<file path="src/source/lsuMacros.svh">
`ifndef LSU_MACROS_SVH
`define LSU_MACROS_SVH

// ~~~~~~~~~~~~~~~~~~~~~~~~~~~~~~~~~~~~~~~
// data-memory path sizes
// ~~~~~~~~~~~~~~~~~~~~~~~~~~~~~~~~~~~~~~~

// byte address, covers the whole RAM.
`define LSU_ADDR_W 17

// widest load or store is one word.
`define LSU_DATA_W 32

// one tag per load/store buffer entry.
`define LSU_TAG_W 4

// memory is byte wide, one byte per address.
`define LSU_RAM_DEPTH (1 << `LSU_ADDR_W)

`endif

</file>
<file path="src/source/lsuPkg.sv">
`default_nettype none

`include "lsuMacros.svh"

package lsuPkg;

    // ~~~~~~~~~~~~~~~~~~~~~~~~~~~~~~~~~~~~~~~
    // vector types
    // ~~~~~~~~~~~~~~~~~~~~~~~~~~~~~~~~~~~~~~~
    typedef logic [`LSU_ADDR_W-1:0] addrT;
    typedef logic [`LSU_DATA_W-1:0] dataT;
    typedef logic [`LSU_TAG_W-1:0]  tagT;
    typedef logic [1:0]             sizeT;  // 0 byte, 1 halfword, 2 word.
    typedef logic [7:0]             byteT;

    // ~~~~~~~~~~~~~~~~~~~~~~~~~~~~~~~~~~~~~~~
    // controller states
    // ~~~~~~~~~~~~~~~~~~~~~~~~~~~~~~~~~~~~~~~
    typedef enum logic [1:0] {
        ctrlIdle,
        ctrlAccess,
        ctrlFinish
    } ctrlStateT;

endpackage

`default_nettype wire

</file>
<file path="src/source/memCtrlFsm.sv">
`timescale 1ns/1ps
`default_nettype none

module memCtrlFsm (
    input  wire                clk,
    input  wire                arstN,
    input  wire                flush,
    // held request
    input  wire                memReq,
    input  wire                memStore,
    input  wire  lsuPkg::addrT memAddr,
    input  wire  lsuPkg::dataT memData,
    input  wire  lsuPkg::sizeT memSize,
    output logic               memDone,
    output lsuPkg::dataT       memRdata,
    // byte counter
    input  wire  [1:0]         byteIdx,
    input  wire                lastByte,
    output logic               cntClear,
    output logic               cntStep,
    // RAM port
    input  wire  lsuPkg::byteT ramRdata,
    output logic               ramEn,
    output logic               ramWe,
    output lsuPkg::addrT       ramAddr,
    output lsuPkg::byteT       ramWdata
);

    lsuPkg::ctrlStateT state;
    lsuPkg::ctrlStateT nextState;
    lsuPkg::dataT      laneReg;
    lsuPkg::dataT      merged;
    lsuPkg::dataT      sizeMask;
    logic [1:0]        prevIdx;

    // ~~~~~~~~~~~~~~~~~~~~~~~~~~~~~~~~~~~~~~~
    // state register and transitions
    // ~~~~~~~~~~~~~~~~~~~~~~~~~~~~~~~~~~~~~~~
    always_ff @(posedge clk or negedge arstN) begin
        if (!arstN) begin
            state <= lsuPkg::ctrlIdle;
        end else if (flush) begin
            state <= lsuPkg::ctrlIdle;
        end else begin
            state <= nextState;
        end
    end

    always_comb begin
        nextState = state;
        cntClear  = 1'b0;
        cntStep   = 1'b0;
        ramEn     = 1'b0;
        ramWe     = 1'b0;
        memDone   = 1'b0;
        case (state)
            lsuPkg::ctrlIdle: begin
                cntClear = 1'b1;  // every access starts from byte zero.
                if (memReq) begin
                    nextState = lsuPkg::ctrlAccess;
                end
            end
            lsuPkg::ctrlAccess: begin
                ramEn   = 1'b1;
                ramWe   = memStore;
                cntStep = !lastByte;  // the index stays on the last lane for finish.
                if (lastByte) begin
                    nextState = lsuPkg::ctrlFinish;
                end
            end
            lsuPkg::ctrlFinish: begin
                memDone   = 1'b1;
                nextState = lsuPkg::ctrlIdle;
            end
            default: nextState = lsuPkg::ctrlIdle;
        endcase
    end

    assign ramAddr  = memAddr + lsuPkg::addrT'(byteIdx);  // little-endian byte order.
    assign ramWdata = memData[byteIdx*8 +: 8];

    // ~~~~~~~~~~~~~~~~~~~~~~~~~~~~~~~~~~~~~~~
    // load data assembly
    // ~~~~~~~~~~~~~~~~~~~~~~~~~~~~~~~~~~~~~~~
    assign prevIdx = byteIdx - 2'd1;

    // read data lags the address by a cycle, so it lands in the previous lane.
    always_ff @(posedge clk) begin
        if (state == lsuPkg::ctrlAccess && !memStore && byteIdx != 2'd0) begin
            laneReg[prevIdx*8 +: 8] <= ramRdata;
        end
    end

    always_comb begin
        case (memSize)
            2'd0:    sizeMask = 32'h0000_00ff;
            2'd1:    sizeMask = 32'h0000_ffff;
            default: sizeMask = 32'hffff_ffff;
        endcase
        merged = laneReg;
        merged[byteIdx*8 +: 8] = ramRdata;
    end

    assign memRdata = merged & sizeMask;  // loads are zero-extended.

endmodule

`default_nettype wire

</file>
<file path="config.mk">
export PLATFORM = sky130hd
export DESIGN_NAME = memCtrlFsm
export DESIGN_NICKNAME = d
export VERILOG_FILES = /design/src/source/lsuPkg.sv /design/src/source/memCtrlFsm.sv
export VERILOG_INCLUDE_DIRS = /design/src /design/src/source
export SDC_FILE = /design/constraint.sdc
export NUM_CORES = 1
export LEC_CHECK = 0
export BUFFER_PORTS_ARGS = -buffer_cell sky130_fd_sc_hd__buf_2
export CORE_ASPECT_RATIO = 1.5
export CORE_UTILIZATION = 43
export CTS_BUF_LIST = sky130_fd_sc_hd__clkbuf_4
export DETAILED_ROUTE_END_ITERATION = 8
export PLACE_DENSITY_LB_ADDON = 0.25
export SYNTH_ARGS = -nofsm -noshare
export SYNTH_HDL_FRONTEND = slang
export SYNTH_SLANG_ARGS = --single-unit
</file>
<file path="constraint.sdc">
create_clock -name clk -period 1.8 [get_ports clk]
set_input_delay 0.18 -clock clk [delete_from_list [all_inputs] [get_ports clk]]
set_output_delay 0.18 -clock clk [all_outputs]
set_load 0.005 [all_outputs]
</file>
# Yosys cells after proc, flatten, opt, wreduce, memory -nomap -nowiden
# Index checks and enable logic that the tools add are counted.
# Widths: inputs -> output; s select.
[word_totals]
reg_bits = 34
inputBits = 67
output_inout_bits = 62
word_cells = 37
[op_classes]
n_bitwise = 1
mux = 12
n_reduce_logical = 8
n_eq_ne = 5
add_sub_neg = 4
shift = 5
[ops]
columns = ["op", "n"]
rows = [
  ["$neg 5->34", 2],
  ["$shift 8x34->32 const A", 2],
  ["$shiftx 8x34->32", 2],
  ["$bwmux 32", 2],
  ["$pmux 32 s2", 1],
  ["$and 32x32->32", 1],
  ["$shiftx 32x6->8", 1],
  ["$add 17x2->17", 1],
  ["$mux 2", 3],
  ["$ne 3x3->1 const B", 2],
  ["$mux 1", 5],
  ["$eq 2x1->1 const B", 2],
  ["$logic_not 2->1", 2],
  ["$pmux 2 s2", 1],
  ["$eq 2x2->1 const B", 1],
  ["$logic_and 1x1->1", 2],
  ["$logic_not 1->1", 2],
  ["$reduce_and 2->1", 1],
  ["$reduce_bool 2->1", 1],
  ["$sub 2x1->2 const B", 1],
]

# Longest topological paths before layout
# Gate-level depths: netlist (run 1).
[depth]
word_depth = 4
ltp_mapped = 9
ltp_nobuf = 6

# Worst setup path after synthesis (run 1)
# Ideal clock, no wire load.
[synth_path]
path_type = "in2reg"
from = "input port byteIdx[1]"
to = "register laneReg[10], enable pin"
n_path_buf = 2
path_slack_ns = -0.187
cell_stages = 6
arrival_ns = 1.656
setup_time_ns = 0.332
required_time_ns = 1.468
path_cell_list = "clkbuf_1 inv_1 ha_1 buf_4 nor3_1 and2_1"
[synth_via]
elab_chain_len = 2
[synth_rtl]
columns = ["item", "line", "source"]
rows = [
  ["start, declared", "memCtrlFsm.sv:17", "input wire [1:0] byteIdx,"],
  ["$reduce_bool 2->1", "memCtrlFsm.sv:89", "if (state == lsuPkg::ctrlAccess && !memStore && byteIdx != 2'd0) begin"],
  ["$logic_and 1x1->1", "memCtrlFsm.sv:89", ""],
  ["end signal, assigned by index", "memCtrlFsm.sv:90", "laneReg[prevIdx*8 +: 8] <= ramRdata;"],
  ["end, declared", "memCtrlFsm.sv:31", "lsuPkg::dataT laneReg;"],
]
# No other way between the ends.
# A chain may end at the register's enable or synchronous reset.

# Worst setup path after layout (run 1)
[layout_path]
from = "input port byteIdx[1]"
to = "output port ramAddr[9]"
[layout_via]
elab_chain_len = 1
[layout_rtl]
columns = ["item", "line", "source"]
rows = [
  ["$add 17x2->17", "memCtrlFsm.sv:79", "assign ramAddr = memAddr + lsuPkg::addrT'(byteIdx);"],
  ["end, declared", "memCtrlFsm.sv:25", "output lsuPkg::addrT ramAddr,"],
]
# No other way between the ends.

==> results.py, run 1 <==
metrics = {
    "clock_tree": {
        "clk_pin_slew_ps": 100,
        "cts_tree": "done",
        "h-tree-depth": 2,
        "cts_buffers": 5,
        "clk_latency_ps": 330,
        "clock_sinks": 34,
        "max-clock-path-buffers": 2,
        "cts-root-buf": "clkbuf_4",
    },
    "drt": {
        "drtPass1Iterations": 4,
        "drt_iter0_markers": 77,
        "viasPerCell": 5.06,
        "drc_errors": 0,
        "ant_nets": 0,
        "drt_wl_total_mm": 6.66,
        "wire_per_inst_microns": 13.7,
        "vias": 2469,
    },
    "layout": {
        "syn2layout_area_growth_pct": 39.8,
        "nNetsFinal": 493,
        "multi_input_area_sq_mm": 0.00146,
        "ff_latch_area_sq_mm": 0.00101,
        "antenna_cells": 0,
        "drive_above_1_share_pct": 42.8,
        "fill_cells": 496,
        "finalNonFillerCells": 488,
    },
    "job": {
        "maxCapViolCount": 0,
    },
    "synth": {
        "synth_top_area_share_pct": 38.1,
        "synth_cells": 265,
        "ys_top_cells_by_area": "edfxtp_1, nor2b_1, mux4_2",
        "synth_cell_types": 35,
        "synth.avg_cell_area_sq_um": 9.51,
        "ys_seq_elements": 34,
        "yosys_warnings": 0,
        "syn_area_sq_mm": 0.00252,
        "ys_seq_area_share_pct": 40.1,
        "synth_edf_count": 32,
        "async_flop_share_pct": 5.88,
        "synth.largest_area_cell": "edfxtp_1",
        "synth_ff_type": "edfxtp_1",
    },
    "floorplan": {
        "rows": 33,
        "coreArea_sq_mm": 0.00557,
        "ios": 129,
        "chipWidth_microns": 64.5,
        "start_util_pct": 45.2,
        "die_area_sq_mm": 0.00618,
        "fp.dieH_microns": 95.8,
    },
    "placed_design": {
        "dp_slack_ps": -95.0,
        "dp_cells": 475,
        "globalplace.congestion": 0.862,
        "dp_hpwl_mm": 5.43,
        "portBuffers": 128,
    },
    "timing": {
        "rsz0062_at_grt": "true",
        "fin_hold_ws_ps": 89.2,
        "setup_viol_count_final": 0,
        "min_period_over_period_pct": 96.3,
        "drv_slew": 0,
        "fin_worst_skew_ps": 10.6,
        "fin_setup_tns_ps": 0,
        "fmax_mhz": 577,
        "layout_setup_ws_ps": 66.5,
        "period_needed_ps": 1730,
        "finalHoldViolCount": 0,
    },
    "global_route": {
        "grt_pass1_wl_mm": 10.7,
        "grt_overflow": 0,
        "grtUsageMet2_pct": 44.3,
        "track_usage_pct": 23.0,
        "grt_pass1_vias": 2374,
        "grt_max_degree": 18,
        "grt-busiest-layer": "met2",
        "globalRouteMet3Util_pct": 3.20,
        "met1_usage_pct": 23.5,
        "antenna_found_initial": 0,
    },
    "run_status": {
        "status": "finished clean",
    },
    "setup_path": {
        "crit_path_end_kind": "output port",
        "worstPathRequired_ps": 1620,
        "crit_type": "input port to output port",
        "critPathMaxFanout": 11,
        "start_kind": "input port",
        "worstPathArrival_ps": 1550,
    },
    "power": {
        "vdd_drop_max_mv": 0.309,
        "p_total_mw": 1.94,
        "power.density_mw_per_mm2": 550,
        "power.leakage_nw": 1.72,
    },
    "worst_hold_path": {
        "hold_path_class": "input port to flop",
    },
}
==> logic make-up (layout without fill, tap and decap cells) <==
logic type	Yosys count	in the layout	synth area share (%)
AND/OR/NAND/NOR	133	133	29.2
AO/OA/AOI/OAI	33	33	7.55
multiplexers	9	9	7.55
flip-flops	34	34	40.1
other	1	8	0.149
XOR/XNOR	15	15	5.21
buffers and inverters	31	177	5.46
adder cells (fa/ha/maj)	9	9	4.77
==> state kept, by name (all words and copies together), names as in the netlist <==
name,cells
laneReg,32
state,2
==> worst max-delay path, stage by stage <==
cell and delay, ps:
buf_2 110, buf_4 180, ha_1 300, a21oi_2 90, nor3_4 250, buf_4 140, nand2_1 50, xnor2_1 120
buf_2 130
==> where the power goes <==
| part | internal [mW] | leakage, nW | switching (mW) |
|---|---|---|---|
| clock network | 0.304 | 0.0433 | 0.246 |
| registers | 0.883 | 0.343 | 0.00639 |
| logic | 0.246 | 1.33 | 0.253 |
| total | 1.43 | 1.72 | 0.505 |
==> through the flow <==
step | util (%) | cell area (sq um)
6_report | 63.2 | 3520
5_1_grt | 63.2 | 3520
4_1_cts | 61.7 | 3440
3_5_place_dp | 59.8 | 3340
3_3_place_gp | 59.8 | 3340
2_1_floorplan | - | 2550
==> routing by layer <==
| layer | wire [microns] | part of all wire, % | vias to the layer above |
|---|---|---|---|
| met5 | 0 | 0 | - |
| met4 | 214 | 3.2 | 0 |
| met3 | 486 | 7.3 | 18 |
| met2 | 3540 | 53 | 133 |
| met1 | 2420 | 36 | 1111 |
| li1 | - | - | 1207 |
==> cells in the mapped netlist (4+ instances only) <==
cell type  instances
and2_1            20
and3_1             9
edfxtp_1          32
nand3_1            4
nor2b_1           29
o21ai_0            5
nor2_1            32
nand2_1           20
mux4_2             8
clkbuf_1           4
ha_1               8
xor2_1             4
o22ai_1            8
xnor2_1           11
inv_1             21
a21oi_1           17
==> final timing paths <==
kind / start / to / slack, ps / cells past startpoint
setup / recovery: byteIdx[1] / ramAddr[9] / 70 / 9
hold / removal: lastByte / state[1] / 90 / 3
setup reg to reg: state[1] / laneReg[18] / 280 / 3
hold reg to reg: state[1] / state[0] / 480 / 1
max in group asynchronous: arstN / state[0] / 1550 / 2
min in group asynchronous: arstN / state[1] / 150 / 2
==> layout by cell type, fill, tap and decap left out, types with 4 or more instances in the layout <==
cell / count
mux4_2: 8
o22ai_1: 8
and2_1: 17
xor2_1: 4
nand2_1: 20
nor3_4: 4
nor2b_1: 29
o21ai_0: 5
edfxtp_1: 32
clkbuf_4: 6
buf_4: 16
inv_1: 20
conb_1: 8
xnor2_1: 11
a21oi_1: 16
nor2_1: 32
and3_1: 9
buf_2: 127
ha_1: 6
==> layout make-up <==
type	count	area share (%)
well taps	70	2.49
inverters	21	2.24
clock buffers	6	1.28
clock inverters	2	0.959
multi-input cells	207	41.4
repair buffers	148	23.0
flip-flops and latches	34	28.7
==> repair_timing <==
| action | 4_1_cts | 5_1_grt |
|---|---|---|
| resized for setup | 3 | 12 |
| pin swaps | 1 | 11 |
| buffers inserted | 0 | 3 |
| hold endpoints to repair | 2 | 2 |
| hold buffers | 1 | 1 |
| setup endpoints to repair | 4 | 23 |
(Power assumes the default switching activity.)
==> inputs of run 2 (changes only) <==
Settings changed: RECOVER_POWER set to 100, SLEW_MARGIN set to 20.
==> run 2 against run 1 <==
  * Maximum frequency unchanged
  * Largest power group unchanged
  * Critical endpoint unchanged
  * Register-to-register slack about the same
  * Utilization about the same
  * Clock power about the same
  * Cell count unchanged
  * Routed wire length down 0.20%
  * Final area about the same
  * Setup slack about the same
  * Power about the same
==> results.py, run 2 (synthesis gave the netlist of run 1 again) <==
metrics = {
    "drt": {
        "drt_iter0_markers": 77,
        "ant_nets": 0,
        "drt_wl_total_mm": 6.65,
        "drc_errors": 0,
        "viasPerCell": 5.04,
        "dr.max_layer_used": "met4",
        "drtPass1Iterations": 4,
        "wire_per_inst_microns": 13.6,
        "wirelength_met1_mm": 2.41,
        "vias": 2461,
        "wl_met3_microns": 476,
        "wl_met2_mm": 3.58,
    },
    "setup_path": {
        "start_kind": "input port",
        "path_delay_family": "buffers and inverters",
        "critPathMaxFanout": 11,
        "worstPathArrival_ps": 1550,
        "cp_slowest_stage_delay_ps": 300,
        "crit_buf_inv": 4,
        "crit_path_end_kind": "output port",
        "crit_slowest_cell": "ha_1",
        "worstPathRequired_ps": 1620,
        "path_cells": "buf_2 > buf_4 > ha_1 > a21oi_2 > nor3_4 > buf_4 > nand2_1 > xnor2_1 > buf_2",
        "crit_type": "input port to output port",
    },
    "power": {
        "power.density_mw_per_mm2": 550,
        "power.leakage_nw": 1.71,
        "vdd_drop_max_mv": 0.309,
    },
    "global_route": {
        "grt_overflow": 0,
        "grt_max_degree": 18,
        "antenna_found_initial": 0,
        "grt_pass1_vias": 2374,
        "track_usage_pct": 23.0,
        "grt_pass1_wl_mm": 10.7,
    },
    "clock_tree": {
        "cts_buffers": 5,
        "clk_latency_ps": 330,
        "clk_pin_slew_ps": 100,
        "clock_sinks": 34,
        "max-clock-path-buffers": 2,
        "cts-root-buf": "clkbuf_4",
        "cts_tree": "done",
        "h-tree-depth": 2,
    },
    "layout": {
        "multi_input_area_sq_mm": 0.00146,
        "finalInstanceArea_sq_mm": 0.00352,
        "fill_cells": 496,
        "final_cell_mix": "buf_2, nor2_1, edfxtp_1",
        "ff_latch_area_sq_mm": 0.00101,
        "largest_reg_flops": 32,
        "regMostFlops": "laneReg",
        "final_util_pct": 63.2,
        "reg_top3": "laneReg (32), state (2)",
        "layout_commonest_cell": "buf_2",
        "drive_above_1_share_pct": 42.3,
        "syn2layout_area_growth_pct": 39.8,
        "nNetsFinal": 493,
        "antenna_cells": 0,
    },
    "run_status": {
        "status": "finished clean",
    },
    "timing": {
        "finalHoldViolCount": 0,
        "layout_setup_ws_ps": 66.5,
        "fin_worst_skew_ps": 11.0,
        "rsz0062_at_grt": "true",
        "drv_slew": 0,
        "fmax_mhz": 577,
        "min_period_over_period_pct": 96.3,
        "setup_viol_count_final": 0,
        "fin_hold_ws_ps": 86.4,
        "period_needed_ps": 1730,
    },
    "placed_design": {
        "portBuffers": 128,
        "globalplace.congestion": 0.862,
        "dp_slack_ps": -95.0,
        "dp_hpwl_mm": 5.43,
        "dpl-instance-area_sq_mm": 0.00334,
    },
    "worst_hold_path": {
        "hold_path_class": "input port to flop",
    },
    "job": {
        "maxCapViolCount": 0,
    },
    "floorplan": {
        "rows": 33,
        "chipWidth_microns": 64.5,
        "ios": 129,
        "die_area_sq_mm": 0.00618,
        "start_util_pct": 45.2,
        "fp.dieH_microns": 95.8,
        "coreArea_sq_mm": 0.00557,
    },
}
-- run 2: cell count changes in the layout (fill, tap and decap cells not counted) --
cell      delta
or2_2        -1
clkbuf_1     +1
or2_0        +1
buf_2        -1
-- run 2: final timing paths --
check	from	endpoint	slack, ps	cells past startpoint
min in group asynchronous	arstN	state[1]	160	2
worst min-delay path	lastByte	state[1]	90	3
worst min register to register	state[1]	state[0]	480	1
worst max-delay path	byteIdx[1]	ramAddr[9]	70	9
worst max register to register	state[1]	laneReg[18]	280	3
max in group asynchronous	arstN	state[0]	1510	2
-- run 2: timing repair --
| item | 4_1_cts | 5_1_grt |
|---|---|---|
| gates resized for setup | 3 | 12 |
| setup buffers | 0 | 3 |
| pin swaps | 1 | 11 |
| hold buffers | 1 | 1 |
| gates cloned | 0 | 0 |
| hold endpoints to repair | 2 | 2 |
| endpoints found under the setup margin | 4 | 23 |
-- run 2: final cells by class --
cell class                      instances  area share [%]
Multi-Input combinational cell        207            41.4
Sequential cell                        34            28.7
Timing Repair Buffer                  148            22.9
Tap cell                               70            2.49
Inverter                               21            2.24
Clock buffer                            6            1.28
Clock inverter                          2           0.959
-- run 2: routing by layer --
layer | track usage, % | up-vias
li1 | - | 1206
met1 | 23.5 | 1109
met2 | 44.3 | 130
met3 | 3.20 | 16
met4 | 12.4 | 0
met5 | 0 | -
-- run 2: power by group --
group	leakage [nW]	switching (mW)	internal [mW]	total [mW]
clock network	0.0433	0.248	0.304	0.552
registers	0.343	0.00638	0.883	0.890
logic	1.32	0.252	0.245	0.497
-- run 2: tightest hold or removal path, delay by kind of cell --
family	cells	cell delay (ps)
simple gates	1	50
buf+inv	2	160
-- run 2: through the flow --
| step | cells | TNS [ps] | power [mW] |
|---|---|---|---|
| 6_report | 488 | 0 | 1.94 |
| 5_1_grt | 488 | -194 | 2.04 |
| 4_1_cts | 484 | 0 | 1.93 |
| 3_5_place_dp | 475 | -191 | 1.39 |
| 3_3_place_gp | 475 | -64.3 | 1.38 |
| 2_1_floorplan | 272 | 0 | 1.15 |
==> inputs of run 3 (changes only) <==
--- a/config.mk
+++ b/config.mk
@@ -13,2 +13,3 @@
 export DETAILED_ROUTE_END_ITERATION = 8
+export GPL_ROUTABILITY_DRIVEN = 0
 export PLACE_DENSITY_LB_ADDON = 0.25
==> constraint.sdc (replaced) <==
create_clock -name clk -period 1.8 [get_ports clk]
set_input_delay 0.36 -clock clk [delete_from_list [all_inputs] [get_ports clk]]
set_output_delay 0.36 -clock clk [all_outputs]
set_load 0.005 [all_outputs]
==> run 3 against run 2 <==
  * The flow now finishes with violations (setup timing)
  * Sequential cell count unchanged
  * First-iteration DRC count shrank 14%
  * Sequential share of layout area decreased by 2.5 points
  * Utilization is 6.0 points higher
  * Sequential power about the same
  * Largest cell class unchanged
  * Register-to-register slack worse by 40 ps
  * Setup slack lost 250 ps
  * Clock skew shrank 1.3 ps
  * Combinational power grew 20%
  * Die area did not move
  * Critical endpoint is now memRdata[12]
  * Cell count up 2.5%
==> results.py, run 3 (synthesis gave the netlist of run 1 again) <==
metrics = {
    "setup_path": {
        "critPathMaxFanout": 8,
        "worstPathRequired_ps": 1440,
        "cp_slowest_stage_delay_ps": 320,
        "path_cells": "buf_8 > buf_6 > inv_8 > ha_4 > nand2_4 > nor3_4 > buf_6 > a21oi_2 > nor2_1 > buf_2",
        "worstPathArrival_ps": 1620,
        "crit_type": "input port to output port",
        "crit_slowest_cell": "ha_4",
        "path_delay_family": "buffers and inverters",
        "crit_buf_inv": 5,
        "crit_path_end_kind": "output port",
        "crit_top_cell": "buf_6",
        "start_kind": "input port",
    },
    "floorplan": {
        "chipWidth_microns": 64.5,
        "start_util_pct": 45.2,
        "die_area_sq_mm": 0.00618,
        "coreArea_sq_mm": 0.00557,
        "rows": 33,
        "fp.dieH_microns": 95.8,
        "ios": 129,
    },
    "drt": {
        "wire_per_inst_microns": 14.8,
        "viasPerCell": 5.07,
        "vias": 2536,
        "drtPass1Iterations": 4,
        "ant_nets": 0,
        "drt_iter0_markers": 66,
        "wirelength_met1_mm": 2.70,
        "wl_met2_mm": 3.99,
        "wl_met3_microns": 453,
        "dr.max_layer_used": "met4",
        "drt_wl_total_mm": 7.42,
        "drc_errors": 0,
    },
    "worst_hold_path": {
        "hold_path_class": "input port to flop",
    },
    "layout": {
        "reg_top3": "laneReg (32), state (2)",
        "fill_cells": 455,
        "nNetsFinal": 505,
        "final_cell_mix": "buf_2, edfxtp_1, nor2_1",
        "final_util_pct": 69.2,
        "largest_reg_flops": 32,
        "antenna_cells": 0,
        "regMostFlops": "laneReg",
        "drive_above_1_share_pct": 54.2,
        "layout_commonest_cell": "buf_2",
        "finalNonFillerCells": 500,
        "syn2layout_area_growth_pct": 53.0,
    },
    "global_route": {
        "track_usage_pct": 24.6,
        "grt_max_degree": 18,
        "grt_overflow": 0,
        "grt_pass1_vias": 2530,
        "antenna_found_initial": 0,
        "grt_pass1_wl_mm": 11.3,
    },
    "power": {
        "power.density_mw_per_mm2": 489,
        "vdd_drop_max_mv": 0.306,
        "p_total_mw": 1.89,
        "power.leakage_nw": 1.83,
    },
    "clock_tree": {
        "max-clock-path-buffers": 2,
        "cts_buffers": 5,
        "clock_sinks": 34,
        "clk_pin_slew_ps": 100,
        "h-tree-depth": 2,
        "clk_latency_ps": 340,
        "cts_tree": "done",
        "cts-root-buf": "clkbuf_4",
    },
    "placed_design": {
        "dp_hpwl_mm": 5.52,
        "dp_slack_ps": -282,
        "dp_cells": 487,
        "portBuffers": 128,
    },
    "timing": {
        "setup_viol_count_final": 36,
        "layout_setup_ws_ps": -183,
        "drv_slew": 0,
        "fin_worst_skew_ps": 9.69,
        "rsz0062_at_grt": "true",
        "fin_setup_tns_ps": -3460,
        "fmax_mhz": 504,
        "period_needed_ps": 1980,
        "min_period_over_period_pct": 110,
        "finalHoldViolCount": 0,
    },
    "job": {
        "maxCapViolCount": 0,
    },
    "run_status": {
        "violations": "setup timing",
        "status": "finished, violations left",
    },
}
==> run 3: cell types whose count changed in the layout (fill, tap and decap cells not counted), sizes merged <==
cell,previous run,this run
clkinv,1,2
bufinv,1,0
dlygate4sd3,2,1
buf,145,158
==> run 3: timing repair <==
action	in CTS	in global routing
endpoints found under the hold margin	2	0
buffers inserted	4	2
endpoints found under the setup margin	45	47
hold buffers	1	0
pin swaps	14	31
gates resized for setup	21	53
==> run 3: power breakdown <==
group	switching (mW)	total [mW]	internal (mW)
Clock	0.237	0.398	0.162
Combinational	0.300	0.598	0.298
Sequential	0.00635	0.890	0.883
==> run 3: path summary, 6_finish.rpt <==
check	from	end	slack [ps]	cells after the start
min reg2reg	state[1]	state[0]	490	1
min	flush	state[0]	190	2
max reg2reg	state[1]	laneReg[3]	240	3
max	byteIdx[0]	memRdata[12]	-180	10
max in group asynchronous	arstN	state[1]	1350	2
min in group asynchronous	arstN	state[0]	320	2
==> run 3: through the flow <==
stage	hold WS (ps)	instance area, sq um
finish	189	3860
global placement	147	3470
detailed placement	148	3470
floorplan	64.4	2620
CTS	194	3640
global route	182	3860
==> run 3: layout make-up <==
cell class / count / area (sq um) / area share (%)
tap: 70 / 87.6 / 2.27
clock buffer: 6 / 45.0 / 1.17
clock inverter: 2 / 8.76 / 0.227
inverter: 21 / 88.8 / 2.30
multi-input combinational: 207 / 1670 / 43.3
sequential: 34 / 1010 / 26.2
timing repair buffer: 160 / 945 / 24.5
==> run 3: routing by layer <==
| layer | vias to the layer above | global-route usage [%] |
|---|---|---|
| met4 | 0 | 11.9 |
| li1 | 1229 | - |
| met2 | 129 | 48.6 |
| met3 | 24 | 3.67 |
| met5 | - | 0 |
| met1 | 1154 | 24.7 |
==> run 3: worst reg2reg max path: cells and delay by family, from the launching register on <==
family	cells	cell delay [ps]
AND/OR/NAND/NOR	3	840
flip-flops	1	420
